[src/design/rtc_pkg.sv]
// shared widths, register map, APB state encoding and reset values for the RTC design
package rtc_pkg;

    // ========================================
    // bus widths
    // ========================================

    // APB data bus
    localparam int DATA_WIDTH = 32;
    // APB address bus, word addresses
    localparam int ADDR_WIDTH = 12;

    // flops in the CLK1HZ synchronizer
    localparam int SYNC_STAGES = 2;

    // ========================================
    // register map
    // ========================================

    // undecoded addresses read zero, writes dropped
    typedef enum logic [ADDR_WIDTH-1:0] {
        // seconds counter, read only
        RA_DR   = 12'h000,
        // match value
        RA_MR   = 12'h004,
        // load value, write loads the counter
        RA_LR   = 12'h008,
        // control, bit 0 counts
        RA_CR   = 12'h00C,
        // interrupt mask
        RA_IMSC = 12'h010,
        // raw status
        RA_RIS  = 12'h014,
        // masked status
        RA_MIS  = 12'h018,
        // interrupt clear, write 1
        RA_ICR  = 12'h01C
    } reg_addr_e;

    // ========================================
    // APB slave FSM
    // ========================================

    typedef enum logic [2:0] {
        ST_IDLE  = 3'b000,
        ST_SETUP = 3'b001,
        ST_WRITE = 3'b010,
        ST_READ  = 3'b011,
        ST_RESP  = 3'b100
    } apb_state_e;

    // ========================================
    // reset values
    // ========================================

    // seconds count after reset
    localparam logic [DATA_WIDTH-1:0] RST_COUNT = '0;
    // match register after reset
    localparam logic [DATA_WIDTH-1:0] RST_MATCH = '0;
    // load readback register after reset
    localparam logic [DATA_WIDTH-1:0] RST_LOAD  = '0;
    // read data bus before the first read
    localparam logic [DATA_WIDTH-1:0] RST_RDATA = '0;

endpackage

[src/design/rtc_tick_sync.sv]
// brings the slow CLK1HZ level into PCLK and pulses tick for one cycle per rising edge
`timescale 1ns/1ps

module rtc_tick_sync (
    input  logic PCLK,
    input  logic PRESETn,
    input  logic CLK1HZ,
    output logic tick
);

    // sync chain, bit 0 samples the pin
    logic [rtc_pkg::SYNC_STAGES-1:0] sync_q;
    // last synchronized level for edge detect
    logic                            hist_q;
    logic                            sync_lvl;

    // synchronized level at the end of the chain
    assign sync_lvl = sync_q[rtc_pkg::SYNC_STAGES-1];

    // shift CLK1HZ through the chain
    always_ff @(posedge PCLK or negedge PRESETn) begin
        if (!PRESETn) begin
            sync_q <= '0;
        end else begin
            sync_q <= {sync_q[rtc_pkg::SYNC_STAGES-2:0], CLK1HZ};
        end
    end

    // rising edge, registered so tick comes out of a flop
    always_ff @(posedge PCLK or negedge PRESETn) begin
        if (!PRESETn) begin
            hist_q <= 1'b0;
            tick   <= 1'b0;
        end else begin
            hist_q <= sync_lvl;
            tick   <= sync_lvl & ~hist_q;
        end
    end

    // one pulse per edge, never a double tick
    a_tick_single: assert property (@(posedge PCLK) disable iff (!PRESETn)
        tick |=> !tick);

endmodule

[src/design/rtc_counter.sv]
// seconds counter that counts synchronized ticks and takes loads from the APB side
`timescale 1ns/1ps

module rtc_counter (
    input  logic                           PCLK,
    input  logic                           PRESETn,
    // one-cycle tick from the synchronizer
    input  logic                           tick,
    // counting enable, CR bit 0
    input  logic                           enable,
    // load strobe and value from APB
    input  logic                           load_wr,
    input  logic [rtc_pkg::DATA_WIDTH-1:0] load_data,
    // current time
    output logic [rtc_pkg::DATA_WIDTH-1:0] count,
    // high on the cycle a new count shows
    output logic                           count_upd
);

    // ========================================
    // count register
    // ========================================

    // load beats a tick in the same cycle
    // count wraps from all ones to zero
    always_ff @(posedge PCLK or negedge PRESETn) begin
        if (!PRESETn) begin
            count     <= rtc_pkg::RST_COUNT;
            count_upd <= 1'b0;
        end else if (load_wr) begin
            count     <= load_data;
            count_upd <= 1'b1;
        end else if (tick && enable) begin
            count     <= count + 1'b1;
            count_upd <= 1'b1;
        end else begin
            count_upd <= 1'b0;
        end
    end

    // ========================================
    // checks
    // ========================================

    // any change of count traces back to a tick or a load one cycle before
    a_count_cause: assert property (@(posedge PCLK) disable iff (!PRESETn)
        $changed(count) |-> $past(tick || load_wr));

endmodule

[src/design/rtc_alarm.sv]
// match register, interrupt mask and sticky raw status that raise the RTC interrupt
`timescale 1ns/1ps

module rtc_alarm (
    input  logic                           PCLK,
    input  logic                           PRESETn,
    // time from the counter
    input  logic [rtc_pkg::DATA_WIDTH-1:0] count,
    input  logic                           count_upd,
    // match register write
    input  logic                           match_wr,
    input  logic [rtc_pkg::DATA_WIDTH-1:0] match_data,
    // mask register write
    input  logic                           mask_wr,
    input  logic                           mask_data,
    // clear raw status
    input  logic                           clear,
    output logic [rtc_pkg::DATA_WIDTH-1:0] match_value,
    output logic                           mask,
    output logic                           raw_status,
    // registered masked interrupt
    output logic                           intr
);

    logic hit;

    // compare only when the counter just moved
    assign hit = count_upd && (count == match_value);

    // ========================================
    // match and mask registers
    // ========================================

    always_ff @(posedge PCLK or negedge PRESETn) begin
        if (!PRESETn) begin
            match_value <= rtc_pkg::RST_MATCH;
            mask        <= 1'b0;
        end else begin
            if (match_wr) begin
                match_value <= match_data;
            end
            if (mask_wr) begin
                mask <= mask_data;
            end
        end
    end

    // ========================================
    // status and interrupt
    // ========================================

    // sticky status, a new hit wins over a clear
    always_ff @(posedge PCLK or negedge PRESETn) begin
        if (!PRESETn) begin
            raw_status <= 1'b0;
        end else if (hit) begin
            raw_status <= 1'b1;
        end else if (clear) begin
            raw_status <= 1'b0;
        end
    end

    // interrupt pin straight from a flop
    always_ff @(posedge PCLK or negedge PRESETn) begin
        if (!PRESETn) begin
            intr <= 1'b0;
        end else begin
            intr <= raw_status & mask;
        end
    end

    // interrupt only after the mask was open
    a_intr_masked: assert property (@(posedge PCLK) disable iff (!PRESETn)
        intr |-> $past(mask));

endmodule

[src/design/rtc_control.sv]
// APB slave FSM with register decode, write strobes, CR and LR, and registered read data
`timescale 1ns/1ps

module rtc_control (
    input  logic                           PCLK,
    input  logic                           PRESETn,
    // APB slave side
    input  logic                           PSEL,
    input  logic                           PENABLE,
    input  logic                           PWRITE,
    input  logic [rtc_pkg::ADDR_WIDTH-1:0] PADDR,
    input  logic [rtc_pkg::DATA_WIDTH-1:0] PWDATA,
    output logic [rtc_pkg::DATA_WIDTH-1:0] PRDATA,
    output logic                           PREADY,
    // read sources
    input  logic [rtc_pkg::DATA_WIDTH-1:0] count,
    input  logic [rtc_pkg::DATA_WIDTH-1:0] match_value,
    input  logic                           mask,
    input  logic                           raw_status,
    // counter side
    output logic                           load_wr,
    output logic [rtc_pkg::DATA_WIDTH-1:0] load_data,
    output logic                           enable,
    // alarm side
    output logic                           match_wr,
    output logic [rtc_pkg::DATA_WIDTH-1:0] match_data,
    output logic                           mask_wr,
    output logic                           mask_data,
    output logic                           clear
);

    rtc_pkg::apb_state_e state_q;
    rtc_pkg::apb_state_e state_d;
    rtc_pkg::reg_addr_e  addr;

    // last value written to LR
    logic [rtc_pkg::DATA_WIDTH-1:0] lr_q;
    logic [rtc_pkg::DATA_WIDTH-1:0] rd_mux;
    logic                           cr_wr;

    // word address seen as a register name
    assign addr = rtc_pkg::reg_addr_e'(PADDR);

    // ========================================
    // APB FSM
    // ========================================

    always_ff @(posedge PCLK or negedge PRESETn) begin
        if (!PRESETn) begin
            state_q <= rtc_pkg::ST_IDLE;
        end else begin
            state_q <= state_d;
        end
    end

    always_comb begin
        state_d = state_q;
        case (state_q)
            // setup phase starts a transfer
            rtc_pkg::ST_IDLE: begin
                if (PSEL && !PENABLE) begin
                    state_d = rtc_pkg::ST_SETUP;
                end
            end
            // access phase picks direction
            rtc_pkg::ST_SETUP: begin
                if (PSEL && PENABLE) begin
                    state_d = PWRITE ? rtc_pkg::ST_WRITE : rtc_pkg::ST_READ;
                end
            end
            rtc_pkg::ST_WRITE: state_d = rtc_pkg::ST_RESP;
            rtc_pkg::ST_READ:  state_d = rtc_pkg::ST_RESP;
            rtc_pkg::ST_RESP:  state_d = rtc_pkg::ST_IDLE;
            default:           state_d = rtc_pkg::ST_IDLE;
        endcase
    end

    // one-cycle ready after the write or read state
    always_ff @(posedge PCLK or negedge PRESETn) begin
        if (!PRESETn) begin
            PREADY <= 1'b0;
        end else begin
            PREADY <= (state_q == rtc_pkg::ST_WRITE) || (state_q == rtc_pkg::ST_READ);
        end
    end

    // ========================================
    // write decode
    // ========================================

    // strobes live for the single ST_WRITE cycle
    always_comb begin
        load_wr  = 1'b0;
        match_wr = 1'b0;
        mask_wr  = 1'b0;
        cr_wr    = 1'b0;
        clear    = 1'b0;
        if (state_q == rtc_pkg::ST_WRITE) begin
            case (addr)
                rtc_pkg::RA_MR:   match_wr = 1'b1;
                rtc_pkg::RA_LR:   load_wr  = 1'b1;
                rtc_pkg::RA_CR:   cr_wr    = 1'b1;
                rtc_pkg::RA_IMSC: mask_wr  = 1'b1;
                // ICR only acts on a written 1
                rtc_pkg::RA_ICR:  clear    = PWDATA[0];
                default:          clear    = 1'b0;
            endcase
        end
    end

    // write data fans out unchanged
    assign load_data  = PWDATA;
    assign match_data = PWDATA;
    assign mask_data  = PWDATA[0];

    // CR enable and LR readback
    always_ff @(posedge PCLK or negedge PRESETn) begin
        if (!PRESETn) begin
            enable <= 1'b0;
            lr_q   <= rtc_pkg::RST_LOAD;
        end else begin
            if (cr_wr) begin
                enable <= PWDATA[0];
            end
            if (load_wr) begin
                lr_q <= PWDATA;
            end
        end
    end

    // ========================================
    // read path
    // ========================================

    // single-bit registers sit in bit 0
    always_comb begin
        case (addr)
            rtc_pkg::RA_DR:   rd_mux = count;
            rtc_pkg::RA_MR:   rd_mux = match_value;
            rtc_pkg::RA_LR:   rd_mux = lr_q;
            rtc_pkg::RA_CR:   rd_mux = {{(rtc_pkg::DATA_WIDTH-1){1'b0}}, enable};
            rtc_pkg::RA_IMSC: rd_mux = {{(rtc_pkg::DATA_WIDTH-1){1'b0}}, mask};
            rtc_pkg::RA_RIS:  rd_mux = {{(rtc_pkg::DATA_WIDTH-1){1'b0}}, raw_status};
            rtc_pkg::RA_MIS:  rd_mux = {{(rtc_pkg::DATA_WIDTH-1){1'b0}}, raw_status & mask};
            // ICR and holes read zero
            default:          rd_mux = '0;
        endcase
    end

    // captured for PREADY and held until the next read
    always_ff @(posedge PCLK or negedge PRESETn) begin
        if (!PRESETn) begin
            PRDATA <= rtc_pkg::RST_RDATA;
        end else if (state_q == rtc_pkg::ST_READ) begin
            PRDATA <= rd_mux;
        end
    end

    // ========================================
    // protocol checks
    // ========================================

    a_pready_pulse: assert property (@(posedge PCLK) disable iff (!PRESETn)
        PREADY |=> !PREADY);

    // master must hold the address from the setup phase through ready
    a_paddr_stable: assert property (@(posedge PCLK) disable iff (!PRESETn)
        (state_q inside {rtc_pkg::ST_SETUP, rtc_pkg::ST_WRITE, rtc_pkg::ST_READ,
                         rtc_pkg::ST_RESP})
        |-> $stable(PADDR));

endmodule

[src/design/rtc_top.sv]
// RTC peripheral top, ties tick sync, counter, alarm and APB control to the chip pins
`timescale 1ns/1ps

module rtc_top (
    input  logic                           PCLK,
    input  logic                           PRESETn,
    // APB slave
    input  logic                           PSEL,
    input  logic                           PENABLE,
    input  logic                           PWRITE,
    input  logic [rtc_pkg::ADDR_WIDTH-1:0] PADDR,
    input  logic [rtc_pkg::DATA_WIDTH-1:0] PWDATA,
    output logic [rtc_pkg::DATA_WIDTH-1:0] PRDATA,
    output logic                           PREADY,
    output logic                           PSLVERR,
    // slow time base
    input  logic                           CLK1HZ,
    // interrupt and its copy
    output logic                           RTCINTR,
    output logic                           rtc_trig
);

    // ========================================
    // internal nets
    // ========================================

    logic                           tick;
    logic [rtc_pkg::DATA_WIDTH-1:0] count;
    logic                           count_upd;
    logic                           enable;
    logic                           load_wr;
    logic [rtc_pkg::DATA_WIDTH-1:0] load_data;
    logic                           match_wr;
    logic [rtc_pkg::DATA_WIDTH-1:0] match_data;
    logic                           mask_wr;
    logic                           mask_data;
    logic                           clear;
    logic [rtc_pkg::DATA_WIDTH-1:0] match_value;
    logic                           mask;
    logic                           raw_status;

    // no error responses
    assign PSLVERR  = 1'b0;
    assign rtc_trig = RTCINTR;

    // producer, CLK1HZ edge to tick
    rtc_tick_sync u_tick_sync (
        .PCLK    (PCLK),
        .PRESETn (PRESETn),
        .CLK1HZ  (CLK1HZ),
        .tick    (tick)
    );

    // time store
    rtc_counter u_counter (
        .PCLK      (PCLK),
        .PRESETn   (PRESETn),
        .tick      (tick),
        .enable    (enable),
        .load_wr   (load_wr),
        .load_data (load_data),
        .count     (count),
        .count_upd (count_upd)
    );

    // consumer, match and interrupt
    rtc_alarm u_alarm (
        .PCLK        (PCLK),
        .PRESETn     (PRESETn),
        .count       (count),
        .count_upd   (count_upd),
        .match_wr    (match_wr),
        .match_data  (match_data),
        .mask_wr     (mask_wr),
        .mask_data   (mask_data),
        .clear       (clear),
        .match_value (match_value),
        .mask        (mask),
        .raw_status  (raw_status),
        .intr        (RTCINTR)
    );

    // register access over APB
    rtc_control u_control (
        .PCLK        (PCLK),
        .PRESETn     (PRESETn),
        .PSEL        (PSEL),
        .PENABLE     (PENABLE),
        .PWRITE      (PWRITE),
        .PADDR       (PADDR),
        .PWDATA      (PWDATA),
        .PRDATA      (PRDATA),
        .PREADY      (PREADY),
        .count       (count),
        .match_value (match_value),
        .mask        (mask),
        .raw_status  (raw_status),
        .load_wr     (load_wr),
        .load_data   (load_data),
        .enable      (enable),
        .match_wr    (match_wr),
        .match_data  (match_data),
        .mask_wr     (mask_wr),
        .mask_data   (mask_data),
        .clear       (clear)
    );

endmodule

[config.mk]
export PLATFORM = sky130hd
export DESIGN_NAME = rtc_top
export DESIGN_NICKNAME = d
export VERILOG_FILES = /design/src/design/rtc_pkg.sv /design/src/design/rtc_tick_sync.sv /design/src/design/rtc_counter.sv /design/src/design/rtc_alarm.sv /design/src/design/rtc_control.sv /design/src/design/rtc_top.sv
export SDC_FILE = /design/constraint.sdc
export NUM_CORES = 1
export LEC_CHECK = 0
export ABC_AREA = 1
export BUFFER_PORTS_ARGS = -buffer_cell sky130_fd_sc_hd__buf_2
export CAP_MARGIN = 20
export CORE_MARGIN = 5
export CORE_UTILIZATION = 59
export DETAILED_ROUTE_END_ITERATION = 8
export HOLD_SLACK_MARGIN = 0.12
export MAX_ROUTING_LAYER = met4
export PLACE_DENSITY = 0.8
export SYNTH_ARGS = -nofsm -noshare
export SYNTH_HDL_FRONTEND = slang
export SYNTH_SLANG_ARGS = --single-unit
[constraint.sdc]
create_clock -name PCLK -period 1.9 [get_ports PCLK]
set_input_delay 0 -clock PCLK [delete_from_list [all_inputs] [get_ports PCLK]]
set_output_delay 0 -clock PCLK [all_outputs]
set_load 0.005 [all_outputs]
==> flow_metrics.py <==
metrics = {
    "logic_synthesis": {
        "synth_xor_area_share_pct": 2.99,
        "synth_nets": 1115,
        "synth_mux_area_share_pct": 2.36,
        "ys_ff_latch": 141,
        "synthCells": 1064,
        "yosysWarnings": 0,
        "async_flop_share_pct": 100,
        "synth_simple_gate_area_share_pct": 38.2,
        "synth_top_family_by_area": "simple AND/OR/NAND/NOR gates",
        "seq_area_frac_synth_pct": 46.3,
        "synth-main-ff-cell": "dfrtp_1",
        "synth.avg_cell_area_um2": 7.17,
        "synthDistinctLibCells": 32,
        "synth_compound_area_share_pct": 2.41,
        "synth_edf_count": 0,
        "syn_area_um2": 7630,
        "yosys.area_share.adder_pct": 0.164,
    },
    "setup_path": {
        "startpoint": "u_control.state_q[0]",
        "crit_arrival_ns": 2.10,
        "setup.worst_path.class": "reg -> reg",
        "r2r_start": "u_control.state_q[0]",
        "rr_endpoint": "u_counter.count[6]",
        "endpoint_kind": "register",
        "critPathCapture": "u_counter.count[6]",
        "cp-start-kind": "register",
        "required_ns": 2.21,
        "critPathMaxFanout": 12,
        "ff2ff_path_depth": 7,
        "r2r_slack_ns": 0.11,
    },
    "route": {
        "vias": 7322,
        "vias_per_cell": 5.30,
        "ant_nets": 0,
        "wl_per_cell_um": 15.0,
        "routed_wl_mm": 20.7,
        "drc": 0,
        "firstDrtPassIters": 5,
        "drt_iter0_markers": 714,
    },
    "grt": {
        "grt_start_max_net_pins": 60,
        "antenna_found_initial": 0,
        "overflow": 0,
        "grt_pass1_wl_mm": 34.4,
        "grt_pass1_vias": 7153,
        "gr-usage-all-layers_pct": 29.4,
    },
    "floorplanning": {
        "initial_core_util_pct": 60.2,
        "chipHeight_um": 124,
        "fp-row-count": 41,
        "die_w_um": 124,
        "die_area_um2": 15300,
        "core_um2": 12700,
        "pin_count": 86,
    },
    "timing": {
        "hold_viol_final": 0,
        "fmaxAchievable_mhz": 557,
        "worst_pin_slew_ns": 0.578,
        "maxSlewViolCount": 0,
        "period_share_pct": 94.4,
        "finalSetupViolations": 0,
        "finClkSkew_ns": 0.0111,
        "fin_crit_ns": 1.79,
        "holdWs_ns": 0.128,
        "setup_ws_ns": 0.106,
        "slew-limit-headroom_pct": 61.5,
    },
    "place": {
        "place.gp.congestion": 0.940,
        "post-dp-hpwl_mm": 13.9,
        "io_buffers": 84,
        "placement.setup.worst_slack_ns": 0.0150,
        "place_inst": 1301,
    },
    "final_layout": {
        "layout_commonest_cell": "nand2_1",
        "n_fill_cell": 1028,
        "multi_input_area_um2": 3550,
        "area_delta_synth_final_pct": 23.8,
        "drive_gt1_share_pct": 14.1,
        "final_cell_mix": "472 x nand2_1, 141 x dfrtp_1, 112 x nand3_1, 83 x buf_2",
        "finalNonFillerCells": 1381,
        "diodes": 0,
        "seq_area_um2": 3530,
        "nets": 1248,
    },
    "cts": {
        "clockRootBuffer": "clkbuf_16",
        "cts.sinks": 141,
        "clockBufferDepth": 2,
        "numCtsBuffers": 17,
        "clkLatencyLatePin_ns": 0.43,
        "cts_max_level": 4,
        "clk_pin_slew_ns": 0.06,
        "cts_tree": "built",
    },
    "power": {
        "power_frac_seq_pct": 43.7,
        "p_clk_share_pct": 41.8,
        "power_frac_comb_pct": 14.5,
        "switching_share_pct": 25.2,
        "peakVddDrop_mv": 0.752,
        "cellPowerDensity_nw_per_um2": 869,
        "p_int_mw": 6.14,
        "leakage_nw": 5.13,
        "switchingPower_mw": 2.07,
    },
    "run": {
        "cap_viol_max_count": 0,
    },
    "outcome": {
        "status": "complete, no violations",
    },
    "hold_path": {
        "hold_class": "in -> async",
    },
}
-- flip-flops by register name (all words and copies together), names as in the netlist --
| name | cells |
|---|---|
| u_alarm.mask | 1 |
| u_alarm.match_value | 32 |
| u_alarm.intr | 1 |
| u_control.state_q | 3 |
| u_alarm.raw_status | 1 |
| u_control.enable | 1 |
| u_control.PREADY | 1 |
| u_counter.count_upd | 1 |
| u_tick_sync.tick | 1 |
| u_control.lr_q | 32 |
| u_tick_sync.sync_q | 2 |
| u_tick_sync.hist_q | 1 |
| u_counter.count | 32 |
| u_control.PRDATA | 32 |
-- per-stage QoR --
stage / setup TNS [ns] / total power [mW] / cell area (µm²) / utilization [%]
6_report: 0 / 8.20 / 9440 / 74.5
4_1_cts: 0 / 8.19 / 9380 / 74.0
2_1_floorplan: 0 / 4.10 / 7630 / -
3_5_place_dp: 0 / 4.72 / 8330 / 65.7
3_3_place_gp: 0 / 4.69 / 8330 / 65.7
5_1_grt: -0.00649 / 8.56 / 9440 / 74.5
-- cell type report --
type / instances / share of cell area, %
timing repair inverter: 1 / 0.0795
tap: 172 / 2.28
timing repair buffer: 164 / 12.8
clock buffer: 25 / 5.25
sequential: 141 / 37.4
clock inverter: 6 / 1.14
inverter: 86 / 3.47
multi-input combinational: 786 / 37.6
-- routing by layer --
layer / routed length [µm] / vias to the layer above / part of all wire (%) / global-route usage (%)
met2: 10100 / 277 / 49 / 47.5
met3: 1230 / 39 / 5.9 / 5.63
met5: 0 / - / 0 / -
met1: 9070 / 3416 / 44 / 38.4
met4: 356 / 0 / 1.7 / 7.89
li1: - / 3590 / - / -
-- power groups by stage --
stage          clock [mW]  combinational (mW)  sequential [mW]
2_1_floorplan           0               0.431             3.67
3_3_place_gp            0                1.08             3.61
3_5_place_dp            0                1.10             3.62
4_1_cts              3.43                1.19             3.58
5_1_grt              3.56                1.37             3.63
6_report             3.43                1.19             3.59
-- Yosys cell counts (4+ instances only) --
master    count  area, µm²
mux2_1       14        158
buf_2        25        125
nand3_1     113        566
dfrtp_1     141       3530
nand2_1     472       1770
buf_4         4       30.0
nor2_1       85        319
nor3_1        4       20.0
xnor2_1       9       78.8
inv_1        82        308
clkbuf_1     16       60.1
o21ai_0      20        100
a21oi_1      13       65.1
xor2_1       17        149
nand4_1      16        100
nand2_2       4       25.0
-- worst max-delay path, cell delays in order (launching register included) --
cell and delay (ns):
dfrtp_1 0.43, nor3_2 0.34, nand3_1 0.18, nand2_1 0.25
clkinvlp_4 0.16, buf_12 0.16, nand2_1 0.06, nand3_1 0.08
-- logic make-up after synthesis --
kind of cell / after synthesis
and+or+nand+nor: 706
DFF: 141
buffers and inverters: 137
muxes: 16
other: 1
xor gates and xnor gates: 26
adders and majority gates: 1
AOI/OAI and AO/OA: 36
-- repair_timing --
action | CTS | global route
endpoints found under the hold margin | 243 | 0
endpoints found under the setup margin | 0 | 20
buffers inserted | 0 | 3
hold buffers | 45 | 0
gates resized for setup | 0 | 7
-- worst min path at each step --
| stage | end | slack (ns) | startpoint | depth (start not counted) |
|---|---|---|---|---|
| after detailed placement | u_control.state_q[2] | 0.02 | PRESETn | 1 |
| after CTS | u_control.PREADY | 0.14 | PRESETn | 2 |
| final | u_control.state_q[2] | 0.13 | PRESETn | 2 |
| after global routing | u_alarm.mask | 0.17 | PADDR[1] | 6 |
| after global placement | u_control.state_q[1] | 0.02 | PRESETn | 1 |
| after floorplan | u_alarm.intr | -0.30 | PRESETn | 0 |
Note: power is estimated with default switching activity, not from simulation.
